File: config.mk
export PLATFORM = sky130hd
export DESIGN_NAME = ao_peripheral_subsystem
export DESIGN_NICKNAME = d
export VERILOG_FILES = /design/src/hdl/mini_mcu_pkg.sv /design/src/hdl/ao_peripheral_subsystem.sv
export SDC_FILE = /design/constraint.sdc
export NUM_CORES = 1
export LEC_CHECK = 0
export ABC_AREA = 1
export BUFFER_PORTS_ARGS = -buffer_cell sky130_fd_sc_hd__buf_2
export CAP_MARGIN = 10
export CORE_MARGIN = 2
export CORE_UTILIZATION = 48
export DETAILED_ROUTE_END_ITERATION = 7
export GPL_ROUTABILITY_DRIVEN = 0
export PLACE_DENSITY = 0.93
export SLEW_MARGIN = 20
export SYNTH_ARGS = -nofsm -noshare
export SYNTH_HDL_FRONTEND = slang
export SYNTH_SLANG_ARGS = --single-unit
File: constraint.sdc
create_clock -name clk_i -period 3.1 [get_ports clk_i]
set_input_delay 0.155 -clock clk_i [delete_from_list [all_inputs] [get_ports clk_i]]
set_output_delay 0.155 -clock clk_i [all_outputs]
set_load 0.01 [all_outputs]
File: src/hdl/mini_mcu_pkg.sv
// mini_mcu shared definitions
// bus structs, width types, memory map and bus constants
package mini_mcu_pkg;

  // widths with a meaning
  typedef logic [31:0] addr_t;
  typedef logic [31:0] data_t;
  typedef logic [3:0] be_t;

  typedef struct packed {
    logic  req;
    logic  we;
    be_t   be;
    addr_t addr;
    data_t wdata;
  } obi_req_t;

  typedef struct packed {
    logic  gnt;
    logic  rvalid;
    data_t rdata;
  } obi_resp_t;

  localparam int NUM_MASTERS = 2;

  // banked ram geometry
  localparam int NUM_BANKS = 2;
  localparam int BANK_WORDS = 256;

  typedef logic [$clog2(NUM_BANKS)-1:0] bank_idx_t;
  typedef logic [$clog2(BANK_WORDS)-1:0] word_idx_t;

  // memory map
  localparam addr_t RAM_BASE = 32'h0000_0000;
  localparam addr_t RAM_SIZE = addr_t'(NUM_BANKS * BANK_WORDS * 4);
  localparam addr_t AO_BASE = 32'h2000_0000;
  localparam addr_t AO_SIZE = 32'h0000_0010;

  // always-on register offsets
  localparam addr_t AO_EXIT_VALUE_OFS = 32'h0;
  localparam addr_t AO_EXIT_VALID_OFS = 32'h4;
  localparam addr_t AO_BOOT_SEL_OFS = 32'h8;

  // read value from unmapped space
  localparam data_t ERR_RDATA = 32'hbadc0de0;

  // bus target codes
  typedef logic [1:0] target_t;
  localparam target_t TGT_RAM = 2'd0;
  localparam target_t TGT_AO = 2'd1;
  localparam target_t TGT_ERR = 2'd2;

endpackage

File: src/hdl/ao_peripheral_subsystem.sv
// always-on peripheral block
// exit value, sticky exit flag and boot select readback
`timescale 1ns/10ps

module ao_peripheral_subsystem (
  input  logic clk_i,
  input  logic rst_i,
  input  mini_mcu_pkg::obi_req_t  slave_req_i,
  output mini_mcu_pkg::obi_resp_t slave_resp_o,
  input  logic boot_select_i,
  output mini_mcu_pkg::data_t exit_value_o,
  output logic exit_valid_o
);

  mini_mcu_pkg::addr_t ofs;
  mini_mcu_pkg::data_t exit_value_q;
  mini_mcu_pkg::data_t rdata_q;
  logic exit_valid_q;
  logic rvalid_q;
  logic wr;

  assign ofs = slave_req_i.addr - mini_mcu_pkg::AO_BASE;
  assign wr = slave_req_i.req && slave_req_i.we;

  always_ff @(posedge clk_i) begin
    if (rst_i) begin
      exit_value_q <= '0;
      exit_valid_q <= 1'b0;
      rvalid_q <= 1'b0;
    end else begin
      rvalid_q <= slave_req_i.req;
      if (wr && ofs == mini_mcu_pkg::AO_EXIT_VALUE_OFS) begin
        for (int b = 0; b < $bits(mini_mcu_pkg::be_t); b++) begin
          if (slave_req_i.be[b]) begin
            exit_value_q[8*b +: 8] <= slave_req_i.wdata[8*b +: 8];
          end
        end
      end
      // sticky until reset
      if (wr && ofs == mini_mcu_pkg::AO_EXIT_VALID_OFS && slave_req_i.wdata[0]) begin
        exit_valid_q <= 1'b1;
      end
    end
  end

  always_ff @(posedge clk_i) begin
    rdata_q <= '0;
    if (slave_req_i.req && !slave_req_i.we) begin
      case (ofs)
        mini_mcu_pkg::AO_EXIT_VALUE_OFS: rdata_q <= exit_value_q;
        mini_mcu_pkg::AO_EXIT_VALID_OFS: rdata_q <= {31'b0, exit_valid_q};
        mini_mcu_pkg::AO_BOOT_SEL_OFS: rdata_q <= {31'b0, boot_select_i};
        default: rdata_q <= '0;
      endcase
    end
  end

  assign slave_resp_o.gnt = slave_req_i.req;
  assign slave_resp_o.rvalid = rvalid_q;
  assign slave_resp_o.rdata = rdata_q;
  assign exit_value_o = exit_value_q;
  assign exit_valid_o = exit_valid_q;

  a_exit_sticky: assert property (
    @(posedge clk_i) $past(exit_valid_o) && !$past(rst_i) |-> exit_valid_o
  );

endmodule

==> reports/metrics.yaml <==
synth-simple-area-share_pct: 37.72
final-setup-viol-count: 0
grt_usage_pct: 22.10
p_per_area_mw_per_mm2: 468.7
status: "finished clean"
grt_max_degree: 33
hold_end: "rvalid_q$_SDFF_PP0_"
synthFlopType: "dfxtp_1"
syn_to_final_growth_pct: 33.84
synth-async-reset-ratio_pct: 0
drc_errors: 0
syn_inst: 334
post_cts_buffers: 0
synth_cell_types: 23
io_buffers: 139
cts_resized: 0
rsz0062_at_grt: "no"
cp_cell_sequence: "buf_2, inv_2, ha_1, nor3b_1, nand2_1, nor2_8, nand2_2, nor3_1"
netlist_area_mm2: 0.002577
synth-edff-count: 0
synth_xor_area_share_pct: 0.3398
crit_buf_inv: 2
htreeDepth: 3
dr_total_vias: 2448
clk_pin_slew_ns: 0.07
synthAdderAreaFrac_pct: 0.4854
fin_crit_sh_pct: 49.04
layout.nets: 543
worst_setup_path_start_kind: "primary input"
hold_viol_final: 0
max_slew_margin_pct: 33.96
worstHoldStart: "rst_i"
synth_top_family_by_area: "simple AND/OR/NAND/NOR gates"
ant_nets: 0
die_w_um: 77.28
cp_slowest_cell: "nand2_2"
synth-seq-area-share_pct: 51.26
reg2regPathDepth: 4
rr_startpoint: "exit_value_o[8]$_SDFFE_PP0P_"
setup_tns_ns: 0
whs_path_depth: 2
drt_pass1_iterations: 4
cap_viol_max_count: 0
rr_endpoint: "exit_value_o[8]$_SDFFE_PP0P_"
worst_pin_slew_ns: 0.9896
synth_compound_area_share_pct: 0.1942
path_delay_family: "simple AND/OR/NAND/NOR gates"
min_path_type: "in2reg"
clock_path_buffers: 2
synth.avg_cell_area_um2: 7.717
yosysTopAreaCellShare_pct: 51.26
worstPathMaxFanout: 32
coreArea_mm2: 0.005140
place_hpwl_um: 4534
grt_pass1_wl_um: 10420
drv_slew: 0
p_leak_uw: 0.001950
vias_per_cell: 4.500
irDropWorstVdd_v: 0.0002847
cp.arrival_ns: 1.76
clk-insertion-delay-late_ns: 0.33
end_kind: "register"
grt-ovfl-total: 0
die_area_mm2: 0.005972
synth_common_cells: "nor2_1 (81), nand2_1 (71), dfxtp_1 (66)"
grt_pass1_vias: 2486
layout-drive-gt1-share_pct: 36.71
start_util_pct: 50.15
wl_per_cell_um: 11.28
cts_tree: "done"
root_buffer: "clkbuf_8"
wirelength_um: 6137
hold_buffers: 0
yosys-top-cells-area: "dfxtp_1 (51%), nor2_1 (12%), nand2_1 (10%)"
yosys.cell_count.top_type: "nor2_1"
worstSetupPathType: "in2reg"
io_pins: 140
die_h_um: 77.28
critical_path_depth: 8
cts_sinks: 66
num_antenna_cells: 0
p_total_uw: 1617
layout_min_cycle_time_ns: 1.520
antenna_found_initial: 0
rows: 26
syn_nets: 408
drt-initial-drc-count: 99
finClkSkew_ns: 0.004130
yosys.area.top_type: "dfxtp_1"
ys_warn_count: 0
ys_ff_latch: 66
cts_inserted_buffers: 9
crit_path_max_incr_delay_ns: 0.38
r2r_slack_ns: 2.36
required_ns: 3.34
clock.fmax_ghz: 0.6578
synthMuxAreaShare_pct: 0
state kept, by name (all words and copies together) (netlist names):
name	count
rvalid_q	1
exit_value_o	32
rdata_q	32
exit_valid_o	1
final cells by class:
type                       instances  area, um^2
clock buffer                       9       123.9
multi-input combinational        212       998.5
tap                               70       87.58
sequential                        66        1321
fill                             441        1690
timing repair buffer             139       695.7
clock inverter                     7       68.82
inverter                          41       153.9
stage by stage:
stage / area [um^2] / cells / hold WS [ns] / utilization (%) / setup WS (ns)
after floorplan: 2577 / 334 / 0.2241 / - / 1.679
after global placement: 3257 / 528 / 0.3570 / 63.36 / 1.344
after detailed placement: 3257 / 528 / 0.3731 / 63.36 / 1.225
after CTS: 3450 / 544 / 0.009913 / 67.11 / 1.575
after global routing: 3450 / 544 / 0.01229 / 67.11 / 1.376
final: 3450 / 544 / 0.02247 / 67.11 / 1.580
where the power goes:
part	leakage (uW)	total, uW	internal, uW	switching [uW]
registers	0.000532	848	848	0.102
clock network	0.0000954	695	369	325
logic	0.00132	74.0	39.4	34.6
total	0.00195	1620	1260	360
kinds of logic after synthesis:
kind of cell               count (synthesis)
and+or+nand+nor                          209
xor gates and xnor gates                   1
buffers and inverters                     56
DFF                                       66
AOI/OAI and AO/OA                          1
adders and majority gates                  1
cells in the final DEF (no fill, tap or decap), drive strengths merged:
| master | synthesis | layout |
|---|---|---|
| and2 | 1 | 1 |
| xnor2 | 1 | 1 |
| bufinv | 0 | 1 |
| buf | 12 | 139 |
| clkinv | 0 | 3 |
| nand2 | 78 | 78 |
| nor2 | 88 | 88 |
| nand4 | 2 | 2 |
| clkbuf | 3 | 9 |
| nor3 | 32 | 32 |
| nand3 | 7 | 7 |
| ha | 1 | 1 |
| inv | 41 | 42 |
| dfxtp | 66 | 66 |
| nor3b | 1 | 1 |
| clkinvlp | 0 | 2 |
| a21oi | 1 | 1 |
worst max-delay path by stage:
stage	start	to
after detailed placement	slave_req_i[61]	rdata_q[24]$_SDFF_PN0_
after global placement	slave_req_i[61]	rdata_q[22]$_SDFF_PN0_
final	slave_req_i[61]	rdata_q[24]$_SDFF_PN0_
after floorplan	slave_req_i[61]	exit_value_o[10]$_SDFFE_PP0P_
after CTS	slave_req_i[61]	rdata_q[17]$_SDFF_PN0_
after global routing	slave_req_i[61]	rdata_q[5]$_SDFF_PN0_
metal layers:
metal / global-route usage [%] / wire, um / share of wire (%)
met1: 22.18 / 2374 / 39
met3: 8.588 / 474 / 7.7
met5: 0 / 0 / 0
met4: 11.61 / 164 / 2.7
met2: 39.22 / 3123 / 51
Note: power is estimated with default switching activity, not from simulation.
