==> src/hdl/mini_mcu_pkg.sv <==
// mini_mcu shared definitions
// bus structs, width types, memory map and bus constants
package mini_mcu_pkg;

  // widths with a meaning
  typedef logic [31:0] addr_t;
  typedef logic [31:0] data_t;
  typedef logic [3:0] be_t;

  typedef struct packed {
    logic  req;
    logic  we;
    be_t   be;
    addr_t addr;
    data_t wdata;
  } obi_req_t;

  typedef struct packed {
    logic  gnt;
    logic  rvalid;
    data_t rdata;
  } obi_resp_t;

  localparam int NUM_MASTERS = 2;

  // banked ram geometry
  localparam int NUM_BANKS = 2;
  localparam int BANK_WORDS = 256;

  typedef logic [$clog2(NUM_BANKS)-1:0] bank_idx_t;
  typedef logic [$clog2(BANK_WORDS)-1:0] word_idx_t;

  // memory map
  localparam addr_t RAM_BASE = 32'h0000_0000;
  localparam addr_t RAM_SIZE = addr_t'(NUM_BANKS * BANK_WORDS * 4);
  localparam addr_t AO_BASE = 32'h2000_0000;
  localparam addr_t AO_SIZE = 32'h0000_0010;

  // always-on register offsets
  localparam addr_t AO_EXIT_VALUE_OFS = 32'h0;
  localparam addr_t AO_EXIT_VALID_OFS = 32'h4;
  localparam addr_t AO_BOOT_SEL_OFS = 32'h8;

  // read value from unmapped space
  localparam data_t ERR_RDATA = 32'hbadc0de0;

  // bus target codes
  typedef logic [1:0] target_t;
  localparam target_t TGT_RAM = 2'd0;
  localparam target_t TGT_AO = 2'd1;
  localparam target_t TGT_ERR = 2'd2;

endpackage

==> src/hdl/system_bus.sv <==
// system bus
// decodes master addresses, arbitrates per target with master 0 first,
// routes responses back and answers unmapped accesses
`timescale 1ns/10ps

module system_bus (
  input  logic clk_i,
  input  logic rst_i,
  input  mini_mcu_pkg::obi_req_t  [mini_mcu_pkg::NUM_MASTERS-1:0] master_req_i,
  output mini_mcu_pkg::obi_resp_t [mini_mcu_pkg::NUM_MASTERS-1:0] master_resp_o,
  output mini_mcu_pkg::obi_req_t  ram_req_o,
  input  mini_mcu_pkg::obi_resp_t ram_resp_i,
  output mini_mcu_pkg::obi_req_t  ao_req_o,
  input  mini_mcu_pkg::obi_resp_t ao_resp_i
);

  localparam int NM = mini_mcu_pkg::NUM_MASTERS;

  mini_mcu_pkg::target_t tgt [NM];
  mini_mcu_pkg::target_t pend_tgt_q [NM];
  logic [NM-1:0] won;
  logic [NM-1:0] gnt;
  logic [NM-1:0] pend_q;
  mini_mcu_pkg::obi_req_t err_req;
  logic err_rvalid_q;
  mini_mcu_pkg::data_t err_rdata_q;

  function automatic mini_mcu_pkg::target_t decode(mini_mcu_pkg::addr_t addr);
    mini_mcu_pkg::target_t t;
    t = mini_mcu_pkg::TGT_ERR;
    if ((addr - mini_mcu_pkg::RAM_BASE) < mini_mcu_pkg::RAM_SIZE) begin
      t = mini_mcu_pkg::TGT_RAM;
    end else if ((addr - mini_mcu_pkg::AO_BASE) < mini_mcu_pkg::AO_SIZE) begin
      t = mini_mcu_pkg::TGT_AO;
    end
    return t;
  endfunction

  // a master loses if a lower index wants the same target
  always_comb begin
    for (int m = 0; m < NM; m++) begin
      tgt[m] = decode(master_req_i[m].addr);
      won[m] = master_req_i[m].req;
      for (int j = 0; j < m; j++) begin
        if (master_req_i[j].req && decode(master_req_i[j].addr) == tgt[m]) begin
          won[m] = 1'b0;
        end
      end
    end
  end

  // forward the winner of each target
  always_comb begin
    ram_req_o = '0;
    ao_req_o = '0;
    err_req = '0;
    for (int m = 0; m < NM; m++) begin
      if (won[m]) begin
        case (tgt[m])
          mini_mcu_pkg::TGT_RAM: ram_req_o = master_req_i[m];
          mini_mcu_pkg::TGT_AO: ao_req_o = master_req_i[m];
          default: err_req = master_req_i[m];
        endcase
      end
    end
  end

  always_comb begin
    master_resp_o = '0;
    for (int m = 0; m < NM; m++) begin
      case (tgt[m])
        mini_mcu_pkg::TGT_RAM: gnt[m] = won[m] && ram_resp_i.gnt;
        mini_mcu_pkg::TGT_AO: gnt[m] = won[m] && ao_resp_i.gnt;
        default: gnt[m] = won[m];
      endcase
      master_resp_o[m].gnt = gnt[m];
      if (pend_q[m]) begin
        case (pend_tgt_q[m])
          mini_mcu_pkg::TGT_RAM: begin
            master_resp_o[m].rvalid = ram_resp_i.rvalid;
            master_resp_o[m].rdata = ram_resp_i.rdata;
          end
          mini_mcu_pkg::TGT_AO: begin
            master_resp_o[m].rvalid = ao_resp_i.rvalid;
            master_resp_o[m].rdata = ao_resp_i.rdata;
          end
          default: begin
            master_resp_o[m].rvalid = err_rvalid_q;
            master_resp_o[m].rdata = err_rdata_q;
          end
        endcase
      end
    end
  end

  // which target owes each master a response
  always_ff @(posedge clk_i) begin
    if (rst_i) begin
      pend_q <= '0;
      err_rvalid_q <= 1'b0;
    end else begin
      pend_q <= gnt;
      err_rvalid_q <= err_req.req;
    end
  end

  always_ff @(posedge clk_i) begin
    for (int m = 0; m < NM; m++) begin
      if (gnt[m]) begin
        pend_tgt_q[m] <= tgt[m];
      end
    end
    // unmapped writes are dropped and answer zero
    err_rdata_q <= err_req.we ? '0 : mini_mcu_pkg::ERR_RDATA;
  end

  for (genvar t = int'(mini_mcu_pkg::TGT_RAM); t <= int'(mini_mcu_pkg::TGT_ERR);
       t++) begin : g_tgt_chk
    logic [NM-1:0] hit;
    for (genvar m = 0; m < NM; m++) begin : g_hit
      assign hit[m] = gnt[m] && (tgt[m] == mini_mcu_pkg::target_t'(t));
    end
    a_one_grant: assert property (@(posedge clk_i) disable iff (rst_i) $onehot0(hit));
  end

  // targets answer exactly one cycle after each grant
  for (genvar m = 0; m < NM; m++) begin : g_rsp_chk
    a_rvalid_after_gnt: assert property (
      @(posedge clk_i) disable iff (rst_i)
      master_resp_o[m].rvalid == ($past(gnt[m]) && !$past(rst_i))
    );
  end

endmodule

==> config.mk <==
export PLATFORM = sky130hd
export DESIGN_NAME = system_bus
export DESIGN_NICKNAME = d
export VERILOG_FILES = /design/src/hdl/mini_mcu_pkg.sv /design/src/hdl/system_bus.sv
export SDC_FILE = /design/constraint.sdc
export NUM_CORES = 1
export LEC_CHECK = 0
export BUFFER_PORTS_ARGS = -buffer_cell sky130_fd_sc_hd__buf_2
export CAP_MARGIN = 40
export CORE_AREA = 2 2 164 166
export CTS_BUF_LIST = sky130_fd_sc_hd__clkbuf_8
export DETAILED_ROUTE_END_ITERATION = 10
export DIE_AREA = 0 0 166 168
export GPL_TIMING_DRIVEN = 0
export SLEW_MARGIN = 20
export SYNTH_ARGS = -nofsm -noshare
export SYNTH_HDL_FRONTEND = slang
export SYNTH_SLANG_ARGS = --single-unit
export TNS_END_PERCENT = 20
==> constraint.sdc <==
create_clock -name clk_i -period 3.2 [get_ports clk_i]
set_clock_uncertainty 0.05 [all_clocks]
set_input_delay 0.64 -clock clk_i [delete_from_list [all_inputs] [get_ports clk_i]]
set_output_delay 0.64 -clock clk_i [all_outputs]
set_load 0.1 [all_outputs]
==> results of run 1 <==
-- cells in the final DEF, fill, tap and decap left out, types with 21 or more instances in the layout --
| master | Yosys | final |
|---|---|---|
| a32o_2 | 0 | 38 |
| a21oi_1 | 33 | 33 |
| buf_2 | 8 | 275 |
| buf_12 | 0 | 53 |
| buf_4 | 47 | 73 |
| buf_6 | 3 | 41 |
| nor2_1 | 37 | 36 |
| buf_8 | 0 | 21 |
| mux2i_1 | 66 | 66 |
| a22o_2 | 0 | 28 |
| conb_1 | 1 | 46 |
-- layer usage --
metal  part of all wire, %  up-vias
li1                      -     2381
met1                    35     2293
met2                    55      289
met3                   6.6       37
met4                   3.6        4
met5                  0.11        -
-- per-stage QoR --
stage                     setup slack [ns]  utilization, %
after CTS                          -0.4645           27.67
after global placement              -1.318           22.22
after global routing               -0.5125           28.58
final                              -0.3878           28.58
after detailed placement            -1.322           22.26
after floorplan                    -0.2131               -
-- logic make-up (layout without fill, tap and decap cells) --
family,Yosys count,in the layout,synth area share [%]
AND/OR/NAND/NOR,85,85,14.57
XOR/XNOR,2,2,0.5715
multiplexers,67,67,21.92
flip-flops,8,8,6.531
AO/OA/AOI/OAI,137,137,37.02
buffers and inverters,95,501,18.45
adder cells (fa/ha/maj),2,2,0.8162
other,1,48,0.1223
-- final cells by class --
class,instances,area share [%]
repair buffers,404,43.91
multi-input cells,339,38.35
plain buffers,86,8.407
well taps,341,5.665
flip-flops and latches,8,2.658
clock buffers,3,0.5483
inverters,8,0.3987
diodes,2,0.06646
-- critical path, stage by stage --
cell and delay [ns]:
buf_6 0.09, or4_4 0.53, nor4_4 0.28, buf_4 0.17
buf_6 0.09, nand3_4 0.08, or4_4 0.54, a21boi_4 0.19
nor3_4 0.07, buf_12 0.20
-- sequential cells by signal (all words and copies together) (netlist names) --
name,flops
err_rvalid_q,1
pend_q,2
err_rdata_q,1
pend_tgt_q,4
-- how the worst max path moves through the flow --
| stage | from | to | slack, ns | cells past startpoint |
|---|---|---|---|---|
| 2_1_floorplan | master_req_i[42] | master_resp_o[67] | -0.21 | 6 |
| 3_3_place_gp | master_req_i[127] | ram_req_o[68] | -1.32 | 10 |
| 3_5_place_dp | master_req_i[127] | ram_req_o[65] | -1.32 | 10 |
| 4_1_cts | master_req_i[53] | master_resp_o[67] | -0.46 | 10 |
| 5_1_grt | master_req_i[53] | pend_q[1]$_SDFF_PP0_ | -0.51 | 20 |
| 6_report | master_req_i[53] | master_resp_o[67] | -0.39 | 10 |
-- power groups by stage --
| stage | logic [mW] | clock network [mW] | registers [mW] |
|---|---|---|---|
| 2_1_floorplan | 0.591 | 0 | 0.116 |
| 3_3_place_gp | 0.815 | 0 | 0.119 |
| 3_5_place_dp | 0.822 | 0 | 0.118 |
| 4_1_cts | 0.841 | 0.121 | 0.117 |
| 5_1_grt | 0.891 | 0.127 | 0.117 |
| 6_report | 0.851 | 0.120 | 0.116 |
-- what timing repair did --
item,CTS,global route
pin swaps,27,9
buffers inserted,23,4
cloned,2,0
endpoints found under the setup margin,97,122
hold buffers,0,0
gates resized for setup,329,37
==> impl_metrics.toml, run 1 <==
[floorplanning]
num_rows = 60
die_y_um = 168
top_level_ports = 418
core_area_mm2 = 0.02635
die_w_um = 166
design.die.area_mm2 = 0.02789
initial_core_util_pct = 11.63

[power]
powerDensity_mw_per_mm2 = 144.4
p_sw_share_pct = 61.45
p_clk_share_pct = 11.1
ir_drop_uv = 92.90
p_sw_mw = 0.6682
p_comb_share_pct = 78.2
p_seq_share_pct = 10.7
p_leak_nw = 4.194
intPower_mw = 0.4192
power_mw = 1.087

[timing]
finalMaxSlewViolations = 0
worst-slew-pin-transition_ns = 0.8100
rsz0062_at_grt = "true"
fin_hold_ws_ns = 0.5895
fin_crit_sh_pct = 112.1
finalSetupTns_ns = -27.10
hold_viol = 0
fmax_mhz = 278.7
finalWorstSetupSlack_ns = -0.3878
maxSlewHeadroom_pct = 46.00
min_period_ns = 3.588
setup_viol = 96

[clock_tree]
numCtsBuffers = 3
cts_tree = "yes"
cts.sinks = 8
clk_pin_slew_worst_paths_ns = 0.04
h-tree-depth = 1
clock_tree.root_cell = "clkbuf_8"
cts_buffer_depth = 2

[critical_path]
crit_path_end_kind = "primary output"
setup.worst_path.class = "in2out"
critPathRequiredTime_ns = 2.51
start_kind = "input port"
cp_max_fo = 3
crit_arrival_ns = 2.90

[placed_design]
gp_congestion = 0.8877
hpwl_um = 18280
placed_area_mm2 = 0.005867
portBuffers = 371
placed_cells = 1155

[yosys]
synth_cells = 397
synth.most_common_cell = "mux2i_1"
synth-edff-count = 4
yosysWarnings = 0
synth_top_area_share_pct = 21.55
ys_seq_area_share_pct = 6.531
synthTopCellsByArea = "mux2i_1 (22%), a32o_1 (16%), a22o_1 (12%), buf_4 (12%), a21oi_1 (5.4%)"
synth_seq_cells = 8
avgSynthCellArea_um2 = 7.722
synth_common_cells = "mux2i_1 (66), a32o_1 (48), buf_4 (47)"
synth_top_area_cell = "mux2i_1"
synth.distinct_cells = 44
syn-cell-area_mm2 = 0.003065
ys.flop_type = "edfxtp_1"
async_reset_ff_share_pct = 0

[layout]
final_cells = 1191
fillers = 2788
layout-drive-gt1-share_pct = 69.46
stdcell_area_mm2 = 0.007531
multi_input_area_mm2 = 0.002888
syn_to_final_growth_pct = 145.7
regArea_um2 = 200.2
nets = 1062

[worst_hold_path]
worstHoldPathType = "in2reg"
hold_end = "pend_q[0]$_SDFF_PP0_"
whs_path_depth = 2
hold_path.startpoint = "rst_i"

[grt]
grt_usage_pct = 14.55
busiest_layer = "met2"
met1_usage_pct = 14.71
grt_first_pass_wirelength_um = 31190
gr-usage-met2_pct = 29.28
use_met3_pct = 2.586
antenna_found_initial = 6
gr-total-overflow = 0
grt_max_degree = 11
grt_pass1_vias = 5158

[detailed_routing]
wirelength_um = 21830
via_per_inst = 4.202
drt_iter0_drc = 84
drc = 0
drtAntennaViolNets = 0
drt-wirelength-per-cell_um = 18.33
dr.pass1.iters = 6
vias = 5004

[flow_run]
cap_violations = 0

[outcome]
violations = "setup timing"
status = "complete, but fails checks"
Note: power is estimated with default switching activity, not from simulation.
==> inputs of run 2 (changes only) <==
--- a/config.mk
+++ b/config.mk
@@ -12,6 +12,7 @@
 export DETAILED_ROUTE_END_ITERATION = 10
 export DIE_AREA = 0 0 166 168
 export GPL_TIMING_DRIVEN = 0
+export RECOVER_POWER = 100
 export SLEW_MARGIN = 20
 export SYNTH_ARGS = -nofsm -noshare
 export SYNTH_HDL_FRONTEND = slang
==> run 2 against run 1 <==
- the run still ends with setup timing left
- via count decreased by 0.24%
- die area unchanged
- critical path depth unchanged
- final area about the same
- wire length about the same
- clock power about the same
- combinational power about the same
- largest cell class unchanged
- largest power group unchanged
==> impl_metrics.toml, run 2 (same netlist as run 1, synthesis figures left out) <==
[placed_design]
placed_area_mm2 = 0.005867
hpwl_um = 18280
portBuffers = 371
dp_slack_ns = -1.322
gp_congestion = 0.8877

[detailed_routing]
drt-wirelength-per-cell_um = 18.34
dr.pass1.iters = 6
wirelength_um = 21840
routed.top_layer = "met5"
drc = 0
vias = 4992
drt_iter0_drc = 84
wl_met1_um = 7624
dr_wl_met2_um = 11970
via_per_inst = 4.191
route.met3.wl_um = 1436
drtAntennaViolNets = 0

[critical_path]
cp_max_fo = 3
cp_top_family = "simple AND/OR/NAND/NOR gates"
setup.worst_path.class = "in2out"
crit_path_end_kind = "primary output"
crit_arrival_ns = 2.90
slowest_delay_ns = 0.54
critPathRequiredTime_ns = 2.51
slowest_stage = "or4_4"
start_kind = "input port"
worstPathCellList = "buf_6 -> or4_4 -> nor4_4 -> buf_4 -> buf_6 -> nand3_4 -> or4_4 -> a21boi_4 -> nor3_4 -> buf_12"
worst-path-buf-inv = 4

[layout]
layout-drive-gt1-share_pct = 69.22
stdcell_area_mm2 = 0.007523
largest_register_ffs = 4
fin_util_pct = 28.55
reg_top3 = "pend_tgt_q x4, pend_q x2"
nets = 1062
fillers = 2792
largest_register = "pend_tgt_q"
syn_to_final_growth_pct = 145.4
layout_common_cells = "buf_2 (275), buf_4 (71), mux2i_1 (66)"
layout_commonest_cell = "buf_2"

[floorplanning]
die_y_um = 168
design.die.area_mm2 = 0.02789
top_level_ports = 418
die_w_um = 166
num_rows = 60
core_area_mm2 = 0.02635
initial_core_util_pct = 11.63

[outcome]
status = "complete, but fails checks"
violations = "setup timing"

[grt]
grt_first_pass_wirelength_um = 31190
antenna_found_initial = 6
gr-total-overflow = 0
grt_usage_pct = 14.55
grt_max_degree = 11
grt_pass1_vias = 5158

[timing]
finalMaxSlewViolations = 0
worst-slew-pin-transition_ns = 0.8100
maxSlewHeadroom_pct = 46.00
rsz0062_at_grt = "true"
min_period_ns = 3.588
setup_viol = 96
finalWorstSetupSlack_ns = -0.3881
finalSetupTns_ns = -27.77
fmax_mhz = 278.7
fin_crit_sh_pct = 112.1
hold_viol = 0

[clock_tree]
cts.sinks = 8
postCtsHoldBufs = 0
numCtsBuffers = 3
clock_tree.root_cell = "clkbuf_8"
clk_pin_slew_worst_paths_ns = 0.04
cts_buffer_depth = 2
h-tree-depth = 1
cts_tree = "yes"

[power]
ir_drop_uv = 92.90
power_mw = 1.087
powerDensity_mw_per_mm2 = 144.5
p_leak_nw = 4.188

[worst_hold_path]
worstHoldPathType = "in2reg"

[flow_run]
cap_violations = 0
==> run 2: final timing paths <==
path,start,endpoint,cells after the start,slack [ns]
worst max-delay path,master_req_i[53],master_resp_o[67],10,-0.39
worst min-delay path,rst_i,pend_q[0]$_SDFF_PP0_,2,0.59
==> run 2: what timing repair did <==
action | 4_1_cts | 5_1_grt
cloned | 2 | 0
endpoints found under the setup margin | 97 | 122
buffers inserted | 23 | 4
pin swaps | 27 | 9
gates resized for setup | 329 | 37
==> run 2: final cells by class <==
cell class | instances | area [um^2] | share of cell area (%)
Sequential cell | 8 | 200.2 | 2.661
Timing Repair Buffer | 404 | 3299 | 43.85
Tap cell | 341 | 426.7 | 5.671
Inverter | 8 | 30.03 | 0.3991
Buffer | 86 | 633.1 | 8.415
Antenna cell | 2 | 5.005 | 0.06652
Multi-Input combinational cell | 339 | 2888 | 38.38
Clock buffer | 3 | 41.29 | 0.5488
==> run 2: stage by stage <==
| step | cells | hold WS, ns |
|---|---|---|
| floorplan | 442 | 0.6591 |
| global placement | 1154 | 0.7910 |
| detailed placement | 1155 | 0.7938 |
| CTS | 1182 | 0.5562 |
| global route | 1191 | 0.6070 |
| finish | 1191 | 0.5895 |
==> run 2: where the power goes <==
part           total, mW  switching (mW)  internal (mW)  leakage, nW
clock network      0.120          0.0391         0.0814       0.0216
logic              0.851           0.626          0.225         4.09
registers          0.116         0.00335          0.113       0.0718
==> run 2: per-layer routing <==
| metal | vias to the layer above | global-route usage (%) |
|---|---|---|
| li1 | 2378 | - |
| met1 | 2289 | 14.71 |
| met2 | 284 | 29.28 |
| met3 | 37 | 2.586 |
| met4 | 4 | 5.633 |
| met5 | - | 0 |
